### src/common/cpu_pkg.sv
package cpu_pkg;

    typedef logic [31:0] word_t;
    typedef logic [31:0] insn_t;      // op[31:26] rd[25:21] rs1[20:16] rs2[15:11] imm[15:0]
    typedef logic [29:0] waddr_t;     // byte address without bits 1:0
    typedef logic [4:0]  reg_addr_t;
    typedef logic [5:0]  opcode_t;
    typedef logic [3:0]  alu_op_t;
    typedef logic [1:0]  mem_op_t;

    localparam opcode_t OP_NOP   = 6'h00;
    localparam opcode_t OP_ADD   = 6'h01;
    localparam opcode_t OP_SUB   = 6'h02;
    localparam opcode_t OP_AND   = 6'h03;
    localparam opcode_t OP_OR    = 6'h04;
    localparam opcode_t OP_XOR   = 6'h05;
    localparam opcode_t OP_SHL   = 6'h06;
    localparam opcode_t OP_SHR   = 6'h07;
    localparam opcode_t OP_ADDI  = 6'h08;
    localparam opcode_t OP_LOAD  = 6'h09;
    localparam opcode_t OP_STORE = 6'h0a;
    localparam opcode_t OP_BEQ   = 6'h0b;
    localparam opcode_t OP_BNE   = 6'h0c;
    localparam opcode_t OP_HALT  = 6'h3f;

    localparam alu_op_t ALU_ADD  = 4'd0;
    localparam alu_op_t ALU_SUB  = 4'd1;
    localparam alu_op_t ALU_AND  = 4'd2;
    localparam alu_op_t ALU_OR   = 4'd3;
    localparam alu_op_t ALU_XOR  = 4'd4;
    localparam alu_op_t ALU_SHL  = 4'd5;
    localparam alu_op_t ALU_SHR  = 4'd6;
    localparam alu_op_t ALU_PASS = 4'd7;

    localparam mem_op_t MEM_NONE  = 2'd0;
    localparam mem_op_t MEM_LOAD  = 2'd1;
    localparam mem_op_t MEM_STORE = 2'd2;

    localparam int SPM_DEPTH  = 1024;
    localparam int SPM_ADDR_W = $clog2(SPM_DEPTH);

    localparam waddr_t RESET_PC = '0;

    // rw level of a strobe
    localparam logic READ  = 1'b1;
    localparam logic WRITE = 1'b0;

endpackage
### src/common/cpu_ifs.sv


interface gpr_rd_if;
    cpu_pkg::reg_addr_t rd_addr_0;
    cpu_pkg::reg_addr_t rd_addr_1;
    cpu_pkg::word_t     rd_data_0;
    cpu_pkg::word_t     rd_data_1;

    modport dec (output rd_addr_0, rd_addr_1, input rd_data_0, rd_data_1);
    modport rf  (input rd_addr_0, rd_addr_1, output rd_data_0, rd_data_1);
endinterface

### src/rtl/gpr.sv
module gpr (
    input  logic               clk,
    input  logic               rst_n,
    gpr_rd_if.rf               rd,
    input  logic               we,
    input  cpu_pkg::reg_addr_t wr_addr,
    input  cpu_pkg::word_t     wr_data
);

    cpu_pkg::word_t regs [32];

    // write-through so WB and ID can share a cycle
    assign rd.rd_data_0 = (rd.rd_addr_0 == '0) ? '0 :
                          (we && wr_addr == rd.rd_addr_0) ? wr_data : regs[rd.rd_addr_0];
    assign rd.rd_data_1 = (rd.rd_addr_1 == '0) ? '0 :
                          (we && wr_addr == rd.rd_addr_1) ? wr_data : regs[rd.rd_addr_1];

    always_ff @(posedge clk or negedge rst_n) begin
        if (!rst_n) begin
            for (int i = 0; i < 32; i++)
                regs[i] <= '0;
        end else if (we && wr_addr != '0) begin
            regs[wr_addr] <= wr_data;
        end
    end

endmodule

### src/flat_wrapper.sv
// flat-port wrapper written by rule: the top's interface ports become plain ports
module gpr_flat 
  (clk, rst_n, we, wr_addr, wr_data, rd_rd_addr_0, rd_rd_addr_1, rd_rd_data_0, rd_rd_data_1);
  gpr_rd_if rd_i ();
  input  logic clk;
  input  logic rst_n;
  input  logic we;
  input  cpu_pkg::reg_addr_t wr_addr;
  input  cpu_pkg::word_t wr_data;
  input wire logic [$bits(rd_i.rd_addr_0)-1:0] rd_rd_addr_0;
  input wire logic [$bits(rd_i.rd_addr_1)-1:0] rd_rd_addr_1;
  output wire logic [$bits(rd_i.rd_data_0)-1:0] rd_rd_data_0;
  output wire logic [$bits(rd_i.rd_data_1)-1:0] rd_rd_data_1;
  assign rd_i.rd_addr_0 = rd_rd_addr_0;
  assign rd_i.rd_addr_1 = rd_rd_addr_1;
  assign rd_rd_data_0 = rd_i.rd_data_0;
  assign rd_rd_data_1 = rd_i.rd_data_1;
  gpr u_core (.clk(clk), .rst_n(rst_n), .rd(rd_i), .we(we), .wr_addr(wr_addr), .wr_data(wr_data));
endmodule
### config.mk
export PLATFORM = sky130hd
export DESIGN_NAME = gpr_flat
export DESIGN_NICKNAME = d
export VERILOG_FILES = /design/src/common/cpu_pkg.sv /design/src/common/cpu_ifs.sv /design/src/rtl/gpr.sv /design/src/flat_wrapper.sv
export SDC_FILE = /design/constraint.sdc
export NUM_CORES = 2
export LEC_CHECK = 0
export BUFFER_PORTS_ARGS = -buffer_cell sky130_fd_sc_hd__buf_2
export CAP_MARGIN = 20
export CORE_MARGIN = 2
export CORE_UTILIZATION = 55
export DETAILED_ROUTE_END_ITERATION = 8
export GPL_ROUTABILITY_DRIVEN = 0
export PLACE_DENSITY = 0.71
export SLEW_MARGIN = 20
export SYNTH_ARGS = -nofsm -noshare
export SYNTH_HDL_FRONTEND = slang
export SYNTH_SLANG_ARGS = --single-unit
export TNS_END_PERCENT = 5
### constraint.sdc
create_clock -name clk -period 5.75 [get_ports clk]
set_clock_uncertainty 0.05 [all_clocks]
set_input_delay 1.15 -clock clk [delete_from_list [all_inputs] [get_ports clk]]
set_output_delay 1.15 -clock clk [all_outputs]
set_load 0.03 [all_outputs]
# After elaboration in Yosys (flattened, before gate mapping)
# Index checks and enable logic that the tools add are counted.
# W data, S select, Z words.
# totals
wordCells,61
input_bits,50
ram_bits,0
mem_count,0
latchBits,0
rom_bits,0
output_inout_bits,64
ff_bits,1024
# op_classes
n_addsub,0
mul,0
bitwise,3
reduce_logical,7
n_mux,13
eq_ne,2
magnitude_cmp,4
div_mod_pow,0
shifts,0
# ops
op,count
$bwmux W1024,1
$bmux W32 S5,2
$mux W32,9
$demux W32 S5,1
$ge A6 B6 Y1 const B,3
$not A5 Y6,3
$eq A5 B5 Y1,2
$logic_not A5 Y1,2
$lt A6 B1 Y1 const B,1
$reduce_bool A5 Y1,1
$logic_and A1 B1 Y1,4

# Logic depth before layout (Yosys ltp)
# logic_depth
depth_word,6
depth_mapped,9
mapped_depth_nobuf,5

# Worst setup path before layout
# No wires, ideal clock.
# synth_path
kind,input to output
from,in rd_rd_addr_0[0]
to,out rd_rd_data_0[13]
path_slack_ns,1.550
required_ns,4.550
path_stages,7
t_arrival_ns,3.000
path_buffers,3
cell_sequence,buf_2 > buf_2 > buf_2 > mux4_2 > a21oi_1 > o21ai_0 > a32o_1
# synth_between
elab_chain_cells,6
word_cells_on_any_way,9
cone_classes,eq/ne (1); mux (5); bitwise (1); reduce/logical (2)
# synth_rtl
element,line_no,source
from (decl),flat_wrapper.sv:10,input wire logic [$bits(rd_i.rd_addr_0)-1:0] rd_rd_addr_0;
$not A5 Y6 (implied by the code),gpr.sv:14,(we && wr_addr == rd.rd_addr_0) ? wr_data : regs[rd.rd_addr_0];
$bmux W32 S5,gpr.sv:14,
$mux W32 (implied by the code) (2 in series),gpr.sv:14,
$mux W32,gpr.sv:14,
$mux W32 (*),gpr.sv:13,assign rd.rd_data_0 = (rd.rd_addr_0 == '0) ? '0 :
to (decl),flat_wrapper.sv:12,output wire logic [$bits(rd_i.rd_data_0)-1:0] rd_rd_data_0;
# Every way passes the cells marked *; elsewhere a longest branch is shown, timed or not. The select of a mux whose other input is x is not followed.

# Worst setup path in the final report
# layout_path
from,in rd_rd_addr_1[4]
to,out rd_rd_data_1[11]
# layout_between
elab_chain_cells,6
word_cells_on_any_way,9
cone_classes,eq/ne (1); mux (5); bitwise (1); reduce/logical (2)
# layout_rtl
element,line_no,source
from (decl),flat_wrapper.sv:11,input wire logic [$bits(rd_i.rd_addr_1)-1:0] rd_rd_addr_1;
$not A5 Y6 (implied by the code),gpr.sv:16,(we && wr_addr == rd.rd_addr_1) ? wr_data : regs[rd.rd_addr_1];
$bmux W32 S5,gpr.sv:16,
$mux W32 (implied by the code) (2 in series),gpr.sv:16,
$mux W32,gpr.sv:16,
$mux W32 (*),gpr.sv:15,assign rd.rd_data_1 = (rd.rd_addr_1 == '0) ? '0 :
to (decl),flat_wrapper.sv:13,output wire logic [$bits(rd_i.rd_data_1)-1:0] rd_rd_data_1;
# Marked as above.

==> results.cfg <==
[synth]
ys_top_cells_by_area = dfrtp_1, mux2_2, mux4_2
yosysTopAreaCell = dfrtp_1
ys_ff_latch = 1024
synth_cells = 3821
synth_cell_types = 56
yosysWarnings = 0
ys_seq_area_share_pct = 46.7
synth_top_area_share_pct = 46.7
synth_edf_count = 0
syn-cell-area_um2 = 54900
synth_ff_type = dfrtp_1
syn_nets = 3871
avgSynthCellArea_um2 = 14.4
async_flop_share_pct = 100

[clocking]
cts_buffers = 109
clk_latency_ps = 700
cts_root_buf = clkbuf_16
clkSinkCount = 1024
cts_resized = 0
path_clk_slew_ps = 60
htreeDepth = 3
cts_tree = done
post_cts_buffers = 0
hold_buffers = 0
cts-root-to-sink-buffers = 3

[cells_and_area]
final_cell_mix = dfrtp_1, mux2_2, mux4_2, mux2i_1, a22oi_1
fin_cells = 5151
layout_commonest_cell = dfrtp_1
final_core_util_pct = 61.7
seq_area_um2 = 25600
top_register = u_core.regs
fin_area_um2 = 60900
largest_reg_flops = 1024
syn2layout_area_growth_pct = 10.9
fillers = 7465
multiInputGateArea_um2 = 27500
largestRegisters = u_core.regs x1024
drive_gt1_share_pct = 49.4
finalNetCount = 3825

[power_and_ir_drop]
vdd_ir_drop_max_mv = 0.293
power.leakage_nw = 26.9
p_per_area_nw_per_um2 = 351
power.total_mw = 21.4

[critical_path]
path_max_fanout = 14
worst_setup_path_start_kind = input pin
path_class = input pin to output port
worstPathRequired_ps = 4550
r2r_setup_slack_ps = 4870
crit_chain = buf_2, xor2_1, nor4_1, and3_2, a31oi_1, a31oi_1, buf_2
worstReg2RegStart = u_core.regs[400]
critPathSlowestCell = and3_2
ff2ff_path_depth = 1
crit_buf_inv = 2
arrival_ps = 3800
worstReg2RegEnd = u_core.regs[400]
worst_path_dominant_cell_family = simple AND/OR/NAND/NOR gates
cp-end-kind = output port
max_stage_delay_ps = 780

[placement]
dp_hpwl_um = 107000
portBuffers = 113
pre_cts_ws_ps = 884
placed_area_um2 = 57200
dp.cells = 4951

[routing]
wl_per_cell_um = 35.2
postRouteWirelength_um = 181000
vias_per_cell = 7.25
route.detailed.drc = 0
drtPass1Iterations = 5
vias = 37300
drt_iter0_markers = 4451
drtAntennaViolNets = 0

[timing]
setup_viol = 0
post-route-period-util_pct = 87.0
period_minus_slack_ps = 5000
max_slew_margin_pct = 18.0
fmax_mhz = 200
whs_ps = 347
rsz0062_at_grt = false
setup_tns_ps = 0
worstMarginPinSlew_ps = 1220
final_max_slew_viol_count = 0
worst_slack_ps = 747
finalHoldViolCount = 0

[global_routing]
grt_overflow = 0
grt_pass1_vias = 37600
grt_usage_pct = 35.8
antenna_found_initial = 10
grt_pass1_wl_um = 266000
grt_max_degree = 136

[die]
rows = 115
start_util_pct = 55.6
die_x_um = 320
core-area_um2 = 98700
dieArea_um2 = 102000
die_h_um = 320
io_pins = 114

[hold_path]
hold_path_depth = 0
hold-path-endpoint = u_core.regs[1006]
worstHoldStart = u_core.regs[1006]
hp-class = flop to flop

[run_status]
status = complete, no violations

[flow_run]
maxCapViolCount = 0
==> cells in the mapped netlist, types with 31 or more instances <==
cell,count
o221ai_1,39
mux2_2,1006
clkbuf_1,245
nor2_1,31
buf_1,53
dfrtp_1,1024
a22oi_1,134
mux4_2,373
o22ai_1,42
mux2i_1,308
a21oi_1,61
nand2_1,99
buf_4,34
a211oi_1,49
buf_2,90
==> layout make-up <==
cell class	instances	share of cell area, %
antenna	2	0.00822
clock buffer	156	5.22
clock inverter	42	0.859
inverter	3	0.0185
multi-input combinational	2356	45.2
sequential	1024	42.1
tap	1287	2.65
timing repair buffer	281	3.90
==> logic make-up after synthesis <==
logic type | after synthesis | synth area share (%)
muxes | 1690 | 41.6
DFF | 1024 | 46.7
AOI/OAI and AO/OA | 454 | 6.11
buffers and inverters | 441 | 3.68
and+or+nand+nor | 202 | 1.76
xor gates and xnor gates | 10 | 0.160
==> how the worst max path moves through the flow <==
stage | startpoint | end | slack [ps] | cells past startpoint
floorplan | rd_rd_addr_0[0] | rd_rd_data_0[13] | 1550 | 7
global placement | rd_rd_addr_1[0] | rd_rd_data_1[14] | 880 | 9
detailed placement | rd_rd_addr_1[0] | rd_rd_data_1[14] | 880 | 9
CTS | rd_rd_addr_1[0] | rd_rd_data_1[14] | 880 | 9
global route | rd_rd_addr_1[0] | rd_rd_data_1[14] | 710 | 9
finish | rd_rd_addr_1[4] | rd_rd_data_1[11] | 750 | 7
==> report_power, final <==
part	switching, mW	internal [mW]	leakage, nW	total (mW)
Combinational	1.95	2.47	11.9	4.42
Sequential	1.02	8.57	13.1	9.59
Clock	3.03	4.32	1.82	7.35
Total	6.00	15.4	26.9	21.4
==> per-layer routing <==
layer | wire length (um) | up-vias | GRT usage (%)
li1 | - | 14700 | -
met1 | 70900 | 19900 | 49.1
met2 | 82100 | 2208 | 53.9
met3 | 18800 | 520 | 8.68
met4 | 9580 | 9 | 17.0
met5 | 110 | - | 0
Power figures use the tool's default switching activity.
