### config.mk
export PLATFORM = sky130hd
export DESIGN_NAME = wb_stage_flat
export DESIGN_NICKNAME = d
export VERILOG_FILES = /design/src/common/cpu_pkg.sv /design/src/common/cpu_ifs.sv /design/src/rtl/wb_stage.sv /design/src/flat_wrapper.sv
export SDC_FILE = /design/constraint.sdc
export NUM_CORES = 1
export LEC_CHECK = 0
export BUFFER_PORTS_ARGS = -buffer_cell sky130_fd_sc_hd__buf_2
export CAP_MARGIN = 20
export CORE_ASPECT_RATIO = 0.9
export CORE_MARGIN = 1
export CORE_UTILIZATION = 28
export DETAILED_ROUTE_END_ITERATION = 7
export PLACE_DENSITY = 0.72
export SLEW_MARGIN = 15
export SYNTH_ARGS = -nofsm -noshare
export SYNTH_HDL_FRONTEND = slang
export SYNTH_SLANG_ARGS = --single-unit
export TNS_END_PERCENT = 50
### constraint.sdc
create_clock -name clk -period 2.38 [get_ports clk]
set_input_delay 0.595 -clock clk [delete_from_list [all_inputs] [get_ports clk]]
set_output_delay 0.595 -clock clk [all_outputs]
set_load 0.005 [all_outputs]
### src/common/cpu_pkg.sv
package cpu_pkg;

    typedef logic [31:0] word_t;
    typedef logic [31:0] insn_t;      // op[31:26] rd[25:21] rs1[20:16] rs2[15:11] imm[15:0]
    typedef logic [29:0] waddr_t;     // byte address without bits 1:0
    typedef logic [4:0]  reg_addr_t;
    typedef logic [5:0]  opcode_t;
    typedef logic [3:0]  alu_op_t;
    typedef logic [1:0]  mem_op_t;

    localparam opcode_t OP_NOP   = 6'h00;
    localparam opcode_t OP_ADD   = 6'h01;
    localparam opcode_t OP_SUB   = 6'h02;
    localparam opcode_t OP_AND   = 6'h03;
    localparam opcode_t OP_OR    = 6'h04;
    localparam opcode_t OP_XOR   = 6'h05;
    localparam opcode_t OP_SHL   = 6'h06;
    localparam opcode_t OP_SHR   = 6'h07;
    localparam opcode_t OP_ADDI  = 6'h08;
    localparam opcode_t OP_LOAD  = 6'h09;
    localparam opcode_t OP_STORE = 6'h0a;
    localparam opcode_t OP_BEQ   = 6'h0b;
    localparam opcode_t OP_BNE   = 6'h0c;
    localparam opcode_t OP_HALT  = 6'h3f;

    localparam alu_op_t ALU_ADD  = 4'd0;
    localparam alu_op_t ALU_SUB  = 4'd1;
    localparam alu_op_t ALU_AND  = 4'd2;
    localparam alu_op_t ALU_OR   = 4'd3;
    localparam alu_op_t ALU_XOR  = 4'd4;
    localparam alu_op_t ALU_SHL  = 4'd5;
    localparam alu_op_t ALU_SHR  = 4'd6;
    localparam alu_op_t ALU_PASS = 4'd7;

    localparam mem_op_t MEM_NONE  = 2'd0;
    localparam mem_op_t MEM_LOAD  = 2'd1;
    localparam mem_op_t MEM_STORE = 2'd2;

    localparam int SPM_DEPTH  = 1024;
    localparam int SPM_ADDR_W = $clog2(SPM_DEPTH);

    localparam waddr_t RESET_PC = '0;

    // rw level of a strobe
    localparam logic READ  = 1'b1;
    localparam logic WRITE = 1'b0;

endpackage
### src/common/cpu_ifs.sv


// ID/EX pipeline register contents
interface ex_bus_if;
    cpu_pkg::alu_op_t   alu_op;
    cpu_pkg::word_t     alu_in_0;
    cpu_pkg::word_t     alu_in_1;
    cpu_pkg::mem_op_t   mem_op;
    cpu_pkg::word_t     store_data;
    cpu_pkg::reg_addr_t dst_addr;
    logic               gpr_we;
    logic               is_halt;
    logic               valid;

    modport src (output alu_op, alu_in_0, alu_in_1, mem_op, store_data, dst_addr,
                 gpr_we, is_halt, valid);
    modport alu_side (input alu_op, alu_in_0, alu_in_1);
    modport mem_side (input mem_op, store_data, valid);
    modport wb_side  (input mem_op, dst_addr, gpr_we, is_halt, valid);
endinterface


### src/rtl/wb_stage.sv
module wb_stage (
    input  logic                clk,
    input  logic                rst_n,
    ex_bus_if.wb_side           ex_bus,
    input  cpu_pkg::word_t      alu_out,
    input  logic                miss_align,
    input  cpu_pkg::word_t      load_data,
    output logic                gpr_we,
    output cpu_pkg::reg_addr_t  gpr_wr_addr,
    output cpu_pkg::word_t      gpr_wr_data,
    output logic                halted
);

    cpu_pkg::word_t wb_alu_out;
    logic           wb_load;
    logic           wb_halt;
    logic           ex_load;

    assign ex_load = ex_bus.mem_op == cpu_pkg::MEM_LOAD;

    always_ff @(posedge clk or negedge rst_n) begin
        if (!rst_n) begin
            gpr_we  <= 1'b0;
            wb_load <= 1'b0;
            wb_halt <= 1'b0;
            halted  <= 1'b0;
        end else begin
            gpr_we  <= ex_bus.gpr_we && !(ex_load && miss_align); // drop misaligned load
            wb_load <= ex_load;
            wb_halt <= ex_bus.valid && ex_bus.is_halt;
            if (wb_halt)
                halted <= 1'b1; // sticky until reset
        end
    end

    always_ff @(posedge clk) begin
        wb_alu_out  <= alu_out;
        gpr_wr_addr <= ex_bus.dst_addr;
    end

    assign gpr_wr_data = wb_load ? load_data : wb_alu_out;

endmodule

### src/flat_wrapper.sv
// flat-port wrapper written by rule: the top's interface ports become plain ports
module wb_stage_flat 
  (clk, rst_n, alu_out, miss_align, load_data, gpr_we, gpr_wr_addr, gpr_wr_data, halted, ex_bus_mem_op, ex_bus_dst_addr, ex_bus_gpr_we, ex_bus_is_halt, ex_bus_valid);
  ex_bus_if ex_bus_i ();
  input  logic clk;
  input  logic rst_n;
  input  cpu_pkg::word_t alu_out;
  input  logic miss_align;
  input  cpu_pkg::word_t load_data;
  output logic gpr_we;
  output cpu_pkg::reg_addr_t gpr_wr_addr;
  output cpu_pkg::word_t gpr_wr_data;
  output logic halted;
  input wire logic [$bits(ex_bus_i.mem_op)-1:0] ex_bus_mem_op;
  input wire logic [$bits(ex_bus_i.dst_addr)-1:0] ex_bus_dst_addr;
  input wire logic [$bits(ex_bus_i.gpr_we)-1:0] ex_bus_gpr_we;
  input wire logic [$bits(ex_bus_i.is_halt)-1:0] ex_bus_is_halt;
  input wire logic [$bits(ex_bus_i.valid)-1:0] ex_bus_valid;
  assign ex_bus_i.mem_op = ex_bus_mem_op;
  assign ex_bus_i.dst_addr = ex_bus_dst_addr;
  assign ex_bus_i.gpr_we = ex_bus_gpr_we;
  assign ex_bus_i.is_halt = ex_bus_is_halt;
  assign ex_bus_i.valid = ex_bus_valid;
  wb_stage u_core (.clk(clk), .rst_n(rst_n), .ex_bus(ex_bus_i), .alu_out(alu_out), .miss_align(miss_align), .load_data(load_data), .gpr_we(gpr_we), .gpr_wr_addr(gpr_wr_addr), .gpr_wr_data(gpr_wr_data), .halted(halted));
endmodule
# After elaboration in Yosys (flattened, before gate mapping)
# Index checks and enable logic that the tools add are counted.
# op_classes
n_mul	0
div	0
n_shift	0
n_lt_le_gt_ge	0
muxes	1
n_reduce_logical	4
add_sub_neg	0
bitwise	0
eq_ne	1
# ops
cell	count
two-way mux 32 bit	1
logical AND 1 bit	3
== test 2 x 1 -> 1 bit (second input constant)	1
logical NOT 1 bit	1
# totals
input_bits	77
latchBits	0
output_inout_bits	39
mem_count	0
register_bits	41
ramBits	0
romBits	0
elab_cells	12

# Logic depth before layout (Yosys ltp)
# depth
word_depth	4
ltp_mapped	3

# Worst setup path before layout
# OpenSTA, ideal clock, no wires.
# synth_timing
path_type	register to output
startpoint	reg u_core.wb_load
endpoint	out gpr_wr_data[0]
path_slack_ns	0.865
arrival_time_ns	0.920
path_stages_with_launch	4
cell_sequence	dfrtp_1 > buf_6 > buf_12 > mux2_4
# synth_via
elab_chain_cells	1
# synth_rtl
item	line_no	text
from (decl)	wb_stage.sv:15	logic wb_load;
from (signal assigned)	wb_stage.sv:29	wb_load <= ex_load;
two-way mux 32 bit	wb_stage.sv:41	assign gpr_wr_data = wb_load ? load_data : wb_alu_out;
to (decl)	flat_wrapper.sv:12	output cpu_pkg::word_t gpr_wr_data;
# Every way passes these cells.

# Worst setup path in the final report
# layout_timing
startpoint	reg u_core.wb_load
endpoint	out gpr_wr_data[15]
# Same word-level chain as after synthesis.

==> metrics list <==
- Ports placed on the boundary: 116
- Cell Int Power: 1.17 mW
- The number of different library cells used by synthesis comes to 10.
- Final Hold Vio Count: 0
- Worst path arrival time: 1.45 ns
* Switching power total: 0.305 mW
- The initial antenna violation count is 0.
- In this design, the largest share of critical-path delay is due to buffers and inverters.
* Post_cts resized: 0
- Number of pins with negative max-slew slack in the final report: 0
* Unrepaired setup endpoints after global routing: no
* Average wire length per cell after detail routing: 10.5 um
* CP Class: flip-flop to primary output
- Core footprint: 4830 um2
- For this design the static power due to leakage is 1.11 nW.
* Horizontal extent of the die: 76.8 um
- Highest clock rate: 489 MHz
* Kind of start point of the critical path: flip-flop
* Overall routed net length: 2810 um
* Slowest-stage cell, CP: sky130_fd_sc_hd__dfrtp_2
- Power Density: 695 nW/um2
- Adding up every negative setup slack in the final design gives 0 ns.
* Antenna Violating Nets Remaining: 0
- Library cell used as clock root buffer: sky130_fd_sc_hd__clkbuf_8
- The number of buffers and inverters on the critical path is 2.
- Reg2reg path depth: 1
* Worst hold slack after final layout: 0.0927 ns
- In this run the critical register-to-register path is launched from u_core.halted.
- Cells fill 44.0% of the core in the end.
- The first TritonRoute pass finished after 2 iterations.
- In this run, post-CTS hold repair placed 0 buffers.
* Register bit count reported by yosys: 41
- Across every metal layer, demand over resource in global routing totals 10.9%.
- In the final design database the tool counted 278 nets.
- The via count of the first global-routing pass is 1069.
- For this block, the initial DRC count from the detailed router was 6.
* Cell-by-cell listing of the critical path: buf_4, mux2_4, buf_2
* Worst Clk Skew: 0.0000977 ns
- The number of antenna diodes in the final layout is 0.
- Final critical-path share of the clock period: 85.9%
- Row count: 24
* Share of synthesized registers carrying an async set or reset: 9.76%
- By instance count, the leading cell after synthesis is sky130_fd_sc_hd__dfxtp_1.
- Max-capacitance violation count: 0
* TritonCTS clock tree: yes
- sky130_fd_sc_hd__dfxtp_1 takes more of the synthesized area than any other cell.
* Combinational fraction of design power: 13.6%
* Switching part of the total power: 20.6%
* Share of Yosys cell area claimed by the top area cell type: 52.5%
* Starting density of the core: 29.2%
- The clock passes through at most 2 buffers.
- Count of buffers added by post-CTS timing repair for setup: 0
* Share of layout cells above drive strength 1: 78.7%
* Min cycle time layout: 2.04 ns
* Clock transition at the register clock pins on the worst setup and hold paths after CTS: 0.08 ns
* Number of nets produced by synthesis: 158
- Main area contributors after synthesis: sky130_fd_sc_hd__dfxtp_1 (52%), sky130_fd_sc_hd__mux2_4 (32%), sky130_fd_sc_hd__dfrtp_1 (7.1%), sky130_fd_sc_hd__buf_12 (4.3%), sky130_fd_sc_hd__mux2_2 (1.6%)
* Latest clock arrival within the worst-skew pair: 0.28 ns
- Endpoint required time on the critical path: 1.78 ns
* Flip-flop cell with the highest count after synthesis: sky130_fd_sc_hd__dfxtp_1
* Count of flip-flops with a built-in enable after synthesis: 0
* Sequential cell area fraction in the yosys report: 59.6%
- Crit path capture type: primary output
* Fill cells: 471
* RePlAce Congestion: 0.638
- After synthesis, the mean cell area works out to 17.4 um2.
- In this run, the clock network consumes 37.0% of the power.
* Worst rel slew slack: 76.1%
- Synthesized instance count: 81
- Outcome: completed
- Per-cell via count in the routed design: 3.87
- P&R area growth vs syn: 50.8%
* Setup violators final: 0
- H-tree levels: 2
- Biggest cell delay along the critical path: 0.36 ns
- The mapped netlist covers 1410 um2.
- Global-route wire length before repair: 4510 um
- The worst-case IR drop observed on VDD is 0.434 mV.
* Number of sinks on the clock net: 41
- Total clock buffers created by CTS: 5
* R2r setup slk: 1.60 ns
- Ranked by instance count, the synthesized netlist is headed by sky130_fd_sc_hd__dfxtp_1 (37), sky130_fd_sc_hd__mux2_4 (30), sky130_fd_sc_hd__dfrtp_1 (4).
- RR Endpoint: u_core.halted
- Number of synthesis warnings: 0
* Largest net degree at the start of global routing: 21
- For the pin with the worst max-slew slack, the measured transition is 0.358 ns.
- The count of buffers added on input and output ports is 115.
* Die Footprint: 5330 um2
- Remaining Overflow, GRT: 0
* Total number of vias: 1034
- DR DRC count: 0
* Part of the power in registers: 49.5%
- Top fanout value on the critical path: 20
- Die Span Y: 69.4 um
- HP Class: input port to async pin
-- worst max path at each step --
stage / from / end / slack, ns / cells after the start
CTS: u_core.wb_load / gpr_wr_data[15] / 0.31 / 3
floorplan: u_core.wb_load / gpr_wr_data[0] / 0.86 / 3
detailed placement: u_core.wb_load / gpr_wr_data[15] / 0.64 / 3
global placement: u_core.wb_load / gpr_wr_data[6] / 0.64 / 3
global route: u_core.wb_load / gpr_wr_data[15] / 0.26 / 3
finish: u_core.wb_load / gpr_wr_data[15] / 0.34 / 3
-- through the flow --
step | instances | worst slack, ns | total power, mW | cell area (um2)
2_1_floorplan | 81 | 0.865 | 0.851 | 1410
3_3_place_gp | 259 | 0.641 | 0.947 | 2010
3_5_place_dp | 259 | 0.638 | 0.953 | 2010
4_1_cts | 267 | 0.307 | 1.51 | 2130
5_1_grt | 267 | 0.265 | 1.56 | 2130
6_report | 267 | 0.336 | 1.48 | 2130
-- routing by layer --
metal / share of wire (%) / vias up / GRT usage [%]
met2: 55 / 54 / 19.7
met3: 7.4 / 4 / 3.29
met4: 1.3 / 0 / 5.13
met1: 37 / 465 / 11.3
li1: - / 511 / -
met5: 0 / - / 0
-- power groups by stage --
stage	logic, mW	clock network, mW	registers [mW]
2_1_floorplan	0.105	0	0.747
3_3_place_gp	0.200	0	0.747
3_5_place_dp	0.204	0	0.749
4_1_cts	0.205	0.577	0.733
5_1_grt	0.219	0.601	0.736
6_report	0.201	0.547	0.732
-- flip-flops by register name (all words and copies together) (netlist names) --
name                cells
u_core.wb_alu_out      32
u_core.gpr_wr_addr      5
u_core.gpr_we           1
u_core.halted           1
u_core.wb_halt          1
u_core.wb_load          1
-- logic make-up after synthesis --
kind of cell | Yosys count | share of synthesized area [%]
buf+inv | 4 | 5.05
compound gates | 1 | 0.532
flops | 41 | 59.6
simple gates | 3 | 1.33
mux | 32 | 33.5
-- placed cells by master (no fill, tap or decap) --
cell / count
sky130_fd_sc_hd__a21boi_0: 1
sky130_fd_sc_hd__and2_1: 1
sky130_fd_sc_hd__buf_2: 115
sky130_fd_sc_hd__buf_4: 2
sky130_fd_sc_hd__bufinv_16: 1
sky130_fd_sc_hd__clkbuf_8: 5
sky130_fd_sc_hd__clkinv_4: 1
sky130_fd_sc_hd__clkinvlp_4: 1
sky130_fd_sc_hd__dfrtp_1: 3
sky130_fd_sc_hd__dfrtp_2: 1
sky130_fd_sc_hd__dfxtp_1: 37
sky130_fd_sc_hd__mux2_2: 2
sky130_fd_sc_hd__mux2_4: 30
sky130_fd_sc_hd__nor2b_1: 1
sky130_fd_sc_hd__or2_2: 1
-- final cells by class --
type	count	area (um2)	area share, %
flip-flops and latches	41	842	39.6
repair buffers	117	591	27.7
multi-input cells	36	499	23.5
well taps	65	81.3	3.82
clock buffers	5	68.8	3.23
clock inverters	3	46.3	2.18
No activity file was read; power rests on OpenSTA's default activity.
