`src/common/cpu_pkg.sv`:
```
package cpu_pkg;

    typedef logic [31:0] word_t;
    typedef logic [31:0] insn_t;      // op[31:26] rd[25:21] rs1[20:16] rs2[15:11] imm[15:0]
    typedef logic [29:0] waddr_t;     // byte address without bits 1:0
    typedef logic [4:0]  reg_addr_t;
    typedef logic [5:0]  opcode_t;
    typedef logic [3:0]  alu_op_t;
    typedef logic [1:0]  mem_op_t;

    localparam opcode_t OP_NOP   = 6'h00;
    localparam opcode_t OP_ADD   = 6'h01;
    localparam opcode_t OP_SUB   = 6'h02;
    localparam opcode_t OP_AND   = 6'h03;
    localparam opcode_t OP_OR    = 6'h04;
    localparam opcode_t OP_XOR   = 6'h05;
    localparam opcode_t OP_SHL   = 6'h06;
    localparam opcode_t OP_SHR   = 6'h07;
    localparam opcode_t OP_ADDI  = 6'h08;
    localparam opcode_t OP_LOAD  = 6'h09;
    localparam opcode_t OP_STORE = 6'h0a;
    localparam opcode_t OP_BEQ   = 6'h0b;
    localparam opcode_t OP_BNE   = 6'h0c;
    localparam opcode_t OP_HALT  = 6'h3f;

    localparam alu_op_t ALU_ADD  = 4'd0;
    localparam alu_op_t ALU_SUB  = 4'd1;
    localparam alu_op_t ALU_AND  = 4'd2;
    localparam alu_op_t ALU_OR   = 4'd3;
    localparam alu_op_t ALU_XOR  = 4'd4;
    localparam alu_op_t ALU_SHL  = 4'd5;
    localparam alu_op_t ALU_SHR  = 4'd6;
    localparam alu_op_t ALU_PASS = 4'd7;

    localparam mem_op_t MEM_NONE  = 2'd0;
    localparam mem_op_t MEM_LOAD  = 2'd1;
    localparam mem_op_t MEM_STORE = 2'd2;

    localparam int SPM_DEPTH  = 1024;
    localparam int SPM_ADDR_W = $clog2(SPM_DEPTH);

    localparam waddr_t RESET_PC = '0;

    // rw level of a strobe
    localparam logic READ  = 1'b1;
    localparam logic WRITE = 1'b0;

endpackage
```
`src/common/cpu_ifs.sv`:
```


// ID/EX pipeline register contents
interface ex_bus_if;
    cpu_pkg::alu_op_t   alu_op;
    cpu_pkg::word_t     alu_in_0;
    cpu_pkg::word_t     alu_in_1;
    cpu_pkg::mem_op_t   mem_op;
    cpu_pkg::word_t     store_data;
    cpu_pkg::reg_addr_t dst_addr;
    logic               gpr_we;
    logic               is_halt;
    logic               valid;

    modport src (output alu_op, alu_in_0, alu_in_1, mem_op, store_data, dst_addr,
                 gpr_we, is_halt, valid);
    modport alu_side (input alu_op, alu_in_0, alu_in_1);
    modport mem_side (input mem_op, store_data, valid);
    modport wb_side  (input mem_op, dst_addr, gpr_we, is_halt, valid);
endinterface

interface gpr_rd_if;
    cpu_pkg::reg_addr_t rd_addr_0;
    cpu_pkg::reg_addr_t rd_addr_1;
    cpu_pkg::word_t     rd_data_0;
    cpu_pkg::word_t     rd_data_1;

    modport dec (output rd_addr_0, rd_addr_1, input rd_data_0, rd_data_1);
    modport rf  (input rd_addr_0, rd_addr_1, output rd_data_0, rd_data_1);
endinterface

```
`src/rtl/decoder.sv`:
```
module decoder (
    input  logic            clk,
    input  logic            rst_n,
    input  cpu_pkg::waddr_t if_pc,
    input  cpu_pkg::insn_t  if_insn,
    input  logic            if_valid,
    gpr_rd_if.dec           gpr_rd,
    ex_bus_if.src           ex_bus,
    output logic            br_taken,
    output cpu_pkg::waddr_t br_addr
);

    cpu_pkg::opcode_t   opcode;
    cpu_pkg::reg_addr_t rd;
    cpu_pkg::reg_addr_t rs1;
    cpu_pkg::reg_addr_t rs2;
    cpu_pkg::word_t     imm_sext;
    logic               rd_is_src;
    logic               src_eq;
    cpu_pkg::alu_op_t   alu_op;
    cpu_pkg::word_t     alu_in_1;
    cpu_pkg::mem_op_t   mem_op;
    logic               gpr_we;
    logic               is_halt;

    assign opcode   = if_insn[31:26];
    assign rd       = if_insn[25:21];
    assign rs1      = if_insn[20:16];
    assign rs2      = if_insn[15:11];
    assign imm_sext = {{16{if_insn[15]}}, if_insn[15:0]};

    // store and branches need the imm field, so their second source sits in the rd field
    assign rd_is_src = (opcode == cpu_pkg::OP_STORE) || (opcode == cpu_pkg::OP_BEQ) ||
                       (opcode == cpu_pkg::OP_BNE);

    assign gpr_rd.rd_addr_0 = rs1;
    assign gpr_rd.rd_addr_1 = rd_is_src ? rd : rs2;

    assign src_eq   = gpr_rd.rd_data_0 == gpr_rd.rd_data_1;
    assign br_taken = if_valid && (((opcode == cpu_pkg::OP_BEQ) && src_eq) ||
                                   ((opcode == cpu_pkg::OP_BNE) && !src_eq));
    assign br_addr  = if_pc + 30'd1 + imm_sext[29:0]; // relative to next insn

    always_comb begin
        alu_op   = cpu_pkg::ALU_PASS;
        alu_in_1 = gpr_rd.rd_data_1;
        mem_op   = cpu_pkg::MEM_NONE;
        gpr_we   = 1'b0;
        is_halt  = 1'b0;
        case (opcode)
            cpu_pkg::OP_ADD: begin alu_op = cpu_pkg::ALU_ADD; gpr_we = 1'b1; end
            cpu_pkg::OP_SUB: begin alu_op = cpu_pkg::ALU_SUB; gpr_we = 1'b1; end
            cpu_pkg::OP_AND: begin alu_op = cpu_pkg::ALU_AND; gpr_we = 1'b1; end
            cpu_pkg::OP_OR:  begin alu_op = cpu_pkg::ALU_OR;  gpr_we = 1'b1; end
            cpu_pkg::OP_XOR: begin alu_op = cpu_pkg::ALU_XOR; gpr_we = 1'b1; end
            cpu_pkg::OP_SHL: begin alu_op = cpu_pkg::ALU_SHL; gpr_we = 1'b1; end
            cpu_pkg::OP_SHR: begin alu_op = cpu_pkg::ALU_SHR; gpr_we = 1'b1; end
            cpu_pkg::OP_ADDI: begin
                alu_op   = cpu_pkg::ALU_ADD;
                alu_in_1 = imm_sext;
                gpr_we   = 1'b1;
            end
            cpu_pkg::OP_LOAD: begin
                alu_op   = cpu_pkg::ALU_ADD; // byte address rs1 + imm
                alu_in_1 = imm_sext;
                mem_op   = cpu_pkg::MEM_LOAD;
                gpr_we   = 1'b1;
            end
            cpu_pkg::OP_STORE: begin
                alu_op   = cpu_pkg::ALU_ADD;
                alu_in_1 = imm_sext;
                mem_op   = cpu_pkg::MEM_STORE;
            end
            cpu_pkg::OP_HALT: is_halt = 1'b1;
            default: ; // nop, branches resolved above
        endcase
    end

    always_ff @(posedge clk or negedge rst_n) begin
        if (!rst_n) begin
            ex_bus.valid   <= 1'b0;
            ex_bus.gpr_we  <= 1'b0;
            ex_bus.mem_op  <= cpu_pkg::MEM_NONE;
            ex_bus.is_halt <= 1'b0;
        end else begin
            ex_bus.valid   <= if_valid;
            ex_bus.gpr_we  <= if_valid && gpr_we;
            ex_bus.mem_op  <= if_valid ? mem_op : cpu_pkg::MEM_NONE;
            ex_bus.is_halt <= if_valid && is_halt;
        end
    end

    always_ff @(posedge clk) begin
        ex_bus.alu_op     <= alu_op;
        ex_bus.alu_in_0   <= gpr_rd.rd_data_0;
        ex_bus.alu_in_1   <= alu_in_1;
        ex_bus.store_data <= gpr_rd.rd_data_1;
        ex_bus.dst_addr   <= rd;
    end

endmodule

```
`src/flat_wrapper.sv`:
```
// flat-port wrapper written by rule: the top's interface ports become plain ports
module decoder_flat 
  (clk, rst_n, if_pc, if_insn, if_valid, br_taken, br_addr, gpr_rd_rd_addr_0, gpr_rd_rd_addr_1, gpr_rd_rd_data_0, gpr_rd_rd_data_1, ex_bus_alu_op, ex_bus_alu_in_0, ex_bus_alu_in_1, ex_bus_mem_op, ex_bus_store_data, ex_bus_dst_addr, ex_bus_gpr_we, ex_bus_is_halt, ex_bus_valid);
  gpr_rd_if gpr_rd_i ();
  ex_bus_if ex_bus_i ();
  input  logic clk;
  input  logic rst_n;
  input  cpu_pkg::waddr_t if_pc;
  input  cpu_pkg::insn_t if_insn;
  input  logic if_valid;
  output logic br_taken;
  output cpu_pkg::waddr_t br_addr;
  output wire logic [$bits(gpr_rd_i.rd_addr_0)-1:0] gpr_rd_rd_addr_0;
  output wire logic [$bits(gpr_rd_i.rd_addr_1)-1:0] gpr_rd_rd_addr_1;
  input wire logic [$bits(gpr_rd_i.rd_data_0)-1:0] gpr_rd_rd_data_0;
  input wire logic [$bits(gpr_rd_i.rd_data_1)-1:0] gpr_rd_rd_data_1;
  output wire logic [$bits(ex_bus_i.alu_op)-1:0] ex_bus_alu_op;
  output wire logic [$bits(ex_bus_i.alu_in_0)-1:0] ex_bus_alu_in_0;
  output wire logic [$bits(ex_bus_i.alu_in_1)-1:0] ex_bus_alu_in_1;
  output wire logic [$bits(ex_bus_i.mem_op)-1:0] ex_bus_mem_op;
  output wire logic [$bits(ex_bus_i.store_data)-1:0] ex_bus_store_data;
  output wire logic [$bits(ex_bus_i.dst_addr)-1:0] ex_bus_dst_addr;
  output wire logic [$bits(ex_bus_i.gpr_we)-1:0] ex_bus_gpr_we;
  output wire logic [$bits(ex_bus_i.is_halt)-1:0] ex_bus_is_halt;
  output wire logic [$bits(ex_bus_i.valid)-1:0] ex_bus_valid;
  assign gpr_rd_rd_addr_0 = gpr_rd_i.rd_addr_0;
  assign gpr_rd_rd_addr_1 = gpr_rd_i.rd_addr_1;
  assign gpr_rd_i.rd_data_0 = gpr_rd_rd_data_0;
  assign gpr_rd_i.rd_data_1 = gpr_rd_rd_data_1;
  assign ex_bus_alu_op = ex_bus_i.alu_op;
  assign ex_bus_alu_in_0 = ex_bus_i.alu_in_0;
  assign ex_bus_alu_in_1 = ex_bus_i.alu_in_1;
  assign ex_bus_mem_op = ex_bus_i.mem_op;
  assign ex_bus_store_data = ex_bus_i.store_data;
  assign ex_bus_dst_addr = ex_bus_i.dst_addr;
  assign ex_bus_gpr_we = ex_bus_i.gpr_we;
  assign ex_bus_is_halt = ex_bus_i.is_halt;
  assign ex_bus_valid = ex_bus_i.valid;
  decoder u_core (.clk(clk), .rst_n(rst_n), .if_pc(if_pc), .if_insn(if_insn), .if_valid(if_valid), .gpr_rd(gpr_rd_i), .ex_bus(ex_bus_i), .br_taken(br_taken), .br_addr(br_addr));
endmodule
```
`config.mk`:
```
export PLATFORM = sky130hd
export DESIGN_NAME = decoder_flat
export DESIGN_NICKNAME = d
export VERILOG_FILES = /design/src/common/cpu_pkg.sv /design/src/common/cpu_ifs.sv /design/src/rtl/decoder.sv /design/src/flat_wrapper.sv
export SDC_FILE = /design/constraint.sdc
export NUM_CORES = 1
export LEC_CHECK = 0
export ABC_AREA = 1
export BUFFER_PORTS_ARGS = -buffer_cell sky130_fd_sc_hd__buf_2
export CORE_MARGIN = 1.5
export CORE_UTILIZATION = 25
export DETAILED_ROUTE_END_ITERATION = 8
export PLACE_DENSITY_LB_ADDON = 0.15
export SLEW_MARGIN = 20
export SYNTH_ARGS = -nofsm -noshare
export SYNTH_HDL_FRONTEND = slang
export SYNTH_SLANG_ARGS = --single-unit
```
`constraint.sdc`:
```
create_clock -name clk -period 2.48 [get_ports clk]
set_clock_uncertainty 0.15 [all_clocks]
set_input_delay 0.496 -clock clk [delete_from_list [all_inputs] [get_ports clk]]
set_output_delay 0.496 -clock clk [all_outputs]
set_load 0.02 [all_outputs]
```
## After elaboration in Yosys (flattened, before gate mapping)

Cells that the tools add are included.

- Register bits: 109
- Word-level logic and storage cells: 44
- Output and inout bits: 151
- Bits of input ports: 129

- Equality and inequality tests: 14
- Add/sub/neg operators: 2
- Multiplexer cells: 7
- Reduce and logical (&&, ||, !) cells: 12

Operator list:

| kind | count |
|---|---|
| $eq A32 B32 Y1 | 1 |
| $mux W32 | 1 |
| $add A30 B1 Y30 const B | 1 |
| $add A30 B30 Y30 | 1 |
| $eq A6 B4 Y1 const B | 5 |
| $eq A6 B3 Y1 const B | 4 |
| $pmux W3 S7 | 1 |
| $eq A6 B2 Y1 const B | 2 |
| $reduce_or A9 Y1 | 1 |
| $eq A6 B1 Y1 const B | 1 |
| $eq A6 B6 Y1 const B | 1 |
| $logic_and A1 B1 Y1 | 5 |
| $mux W5 | 1 |
| $pmux W2 S2 | 1 |
| $reduce_or A4 Y1 | 1 |
| $logic_or A1 B1 Y1 | 3 |
| $reduce_or A3 Y1 | 1 |
| $mux W1 | 2 |
| $mux W2 | 1 |
| $logic_not A1 Y1 | 1 |

## Longest topological paths before layout

- Depth after elaboration: 5
- Mapped depth: 14
- Mapped depth without buffers: 14

## Worst setup path before layout

OpenSTA, ideal clock, no wires.

- Path kind: input to output
- From: input if_pc[0]
- To: output br_addr[12]
- Stages: 11
- Data required time: 1834 ps
- Setup slack: -168 ps
- Path buffers: 0
- Arrival time: 2002 ps
- Cell sequence: inv_1 > ha_1 > fa_1 > inv_1 > nand3_1 > nand3_2 > nand2_1 > nand2_2 > nand2_1 > nand2_1 > xor2_1

- Longest elaborated chain between the ends: 2

Ends and longest elaborated chain:

| element | RTL line | text |
|---|---|---|
| start: declaration | flat_wrapper.sv:8 | `input cpu_pkg::waddr_t if_pc;` |
| $add A30 B1 Y30 | decoder.sv:42 | `assign br_addr = if_pc + 30'd1 + imm_sext[29:0];` |
| $add A30 B30 Y30 | decoder.sv:42 |  |
| end: declaration | flat_wrapper.sv:12 | `output cpu_pkg::waddr_t br_addr;` |

No other way between the ends.

## Worst setup path in the final report

- From: input if_pc[0]
- To: output br_addr[18]

Same word-level chain as after synthesis.

==> impl_metrics.csv <==
group,metric,value,unit
hold_path,hold_class,"input port to register",
timing,fin_ws,-203,ps
critical_path,cp-end-kind,"output pin",
timing,setup_viol,21,
clocking,cts_root_buffer,"clkbuf_16",
status,violations,"negative setup slack",
drt,drtIter0Drc,127,
power,max-vdd-ir-drop,0.289,mV
clocking,cts_made_buffers,9,
power,power.density,559,nW/um2
yosys,ys_seq_area_share,40.4,%
critical_path,critical_path_buf_inv_count,4,
yosys,synth-simple-area-share,29.9,%
yosys,synth_area,5470,um2
timing,rsz0062_at_grt,"yes",
grt,grt_pass1_wl,28.8,mm
timing,clock.fmax,0.373,GHz
timing,tns,-1980,ps
timing,finalMaxSlewViolations,0,
drt,first_pass_iters,4,
floorplan,core,21200,um2
critical_path,worstSetupPathDepth,11,
critical_path,crit_chain,"buf_6 > inv_4 > ha_4 > fa_2 > inv_2 > nand3_1 > nand3b_1 > nand2_1 > nand2_2 > xor2_2 > buf_6",
place,globalplace.congestion,0.889,
clocking,cts.sinks,109,
floorplan,rows,53,
yosys,muxShareOfSynthArea,0,%
drt,routed_via_density,4.20,
critical_path,worstPathArrival,2040,ps
floorplan,start_util,25.8,%
drt,antenna_left,0,
critical_path,crit_end,"br_addr[18]",
clocking,cts_tree,"done",
drt,drc_errors,0,
floorplan,die_w,151,um
power,p_leak,4.82,nW
grt,grt_util_all_layers,16.5,%
yosys,yosysUniqueCellTypes,36,
floorplan,num_io_pins,280,
yosys,syn_avg_cell_area,7.02,um2
clocking,clockBufferDepth,2,
yosys,synth_top_family_by_area,"simple AND/OR/NAND/NOR gates",
yosys,yosys.area_share.adder,7.00,%
timing,fin_hold_ws,114,ps
yosys,ys_warn_count,0,
yosys,synthCells,779,
cells_and_area,drive_gt1_share,46.4,%
timing,hold_viol_final,0,
run,cap_violations,0,
clocking,htreeDepth,3,
grt,antenna_found_initial,1,
yosys,synth-xor-area-share,5.13,%
floorplan,fp.dieArea,22800,um2
cells_and_area,layout.nets,1290,
critical_path,crit_family,"simple AND/OR/NAND/NOR gates",
place,dp_cells,1383,
critical_path,crit_path_frequent_cell,"buf_6",
drt,wire_per_inst,14.3,um
drt,vias,5925,
cells_and_area,final_common_cell,"buf_2",
critical_path,cpPeakStageDelay,350,ps
timing,post-route-min-period,2680,ps
cells_and_area,final_cells,1412,
place,port_buffers,268,
grt,grt_pass1_vias,5547,
critical_path,start_kind,"input port",
yosys,synth_seq_cells,109,
critical_path,crit_start,"if_pc[0]",
cells_and_area,most-common-layout-cells,"buf_2, nand2_1, inv_1",
grt,overflow,0,
status,status,"finished, violations left",
critical_path,cp_slowest_cell,"fa_2",
cells_and_area,area_growth,66.9,%
grt,grt_max_degree,20,
critical_path,crit_type,"input port to output pin",
critical_path,worstPathMaxFanout,3,
floorplan,dieHeight,151,um
yosys,synth_compound_area_share,6.66,%
drt,routed_wl,20.1,mm
clocking,clkTransAtPathRegs,80,ps
timing,finalCritPeriodShare,108,%
critical_path,cp.required,1830,ps
yosys,syn-num-nets,938,
place,dp_hpwl,16.5,mm
[cell type report]
class,count,area [um2]
Tap cell,275,344
Clock buffer,10,229
Sequential cell,109,2210
Fill cell,2225,12100
Inverter,135,512
Timing Repair Buffer,352,2210
Multi-Input combinational cell,524,3560
Antenna cell,1,2.50
Clock inverter,6,56.3
[synthesized netlist by cell type (all sizes together)]
cell type	number	share of area, %
dfrtp	5	2.3
nor2	53	4.3
xor2	13	2.1
nand2b	1	0.11
buf	11	1.6
a41oi	1	0.16
fa	1	0.37
nor3	7	0.82
nand3	37	3.6
nand3b	3	0.41
inv	135	9.3
nand2	283	20
o311ai	1	0.16
o21bai	4	0.62
ha	29	6.6
conb	1	0.069
and3	1	0.11
dfxtp	104	38
a21oi	26	2.4
o211ai	1	0.14
nor4	2	0.23
nand4	6	0.69
o21ai	35	3.2
xnor2	19	3.0
[worst min path at each step]
| stage | startpoint | end | cells past startpoint |
|---|---|---|---|
| detailed placement | rst_n | u_core.ex_bus.valid$_DFF_PN0_ | 1 |
| CTS | if_insn[22] | u_core.ex_bus.dst_addr[1]$_DFF_P_ | 1 |
| global placement | rst_n | u_core.ex_bus.valid$_DFF_PN0_ | 1 |
| global route | if_insn[25] | u_core.ex_bus.dst_addr[4]$_DFF_P_ | 1 |
| floorplan | rst_n | u_core.ex_bus.gpr_we$_DFF_PN0_ | 0 |
| finish | if_insn[25] | u_core.ex_bus.dst_addr[4]$_DFF_P_ | 1 |
[state kept, by name, indices dropped and copies added (netlist names)]
register	count
u_core.ex_bus.alu_op	3
u_core.ex_bus.alu_in_0	32
u_core.ex_bus.gpr_we	1
u_core.ex_bus.store_data	32
u_core.ex_bus.is_halt	1
u_core.ex_bus.alu_in_1	32
u_core.ex_bus.dst_addr	5
u_core.ex_bus.mem_op	2
u_core.ex_bus.valid	1
[layer usage]
metal  vias up  wire (um)  GRT usage [%]
li1       3075          -              -
met5         -          0              0
met4         0        418           5.73
met2       200      10200           30.8
met1      2626       8300           18.9
met3        24       1200           2.32
[metrics by stage]
stage                     power, mW  util (%)  worst slack (ps)  cell area, um2
after floorplan                2.72         -             0.813            5520
final                          5.10      43.0              -203            9130
after global placement         3.36      36.1              -381            7660
after CTS                      5.01      41.3              -201            8760
after detailed placement       3.36      36.1              -355            7660
after global routing           5.35      43.0              -278            9130
[kinds of logic (layout without fill, tap and decap cells)]
logic type               count (synthesis)  count (layout)
XOR/XNOR                                32              32
flip-flops                             109             109
AO/OA/AOI/OAI                           68              68
buffers and inverters                  146             503
adder cells (fa/ha/maj)                 30              30
other                                    1               2
AND/OR/NAND/NOR                        393             393
[timing repair]
action,in CTS,in global routing
pin swaps,37,27
endpoints found under the setup margin,26,27
endpoints found under the hold margin,5,0
resized for setup,154,82
hold buffers,1,0
setup buffers,6,4
cloned,1,0
[power by group]
part           switching [mW]  internal [mW]  total, mW  leakage (nW)
Clock                   0.696          0.703       1.40         0.137
Sequential             0.0209           1.85       1.87         0.944
Combinational            1.03          0.802       1.83          3.74
(Power assumes the default switching activity.)
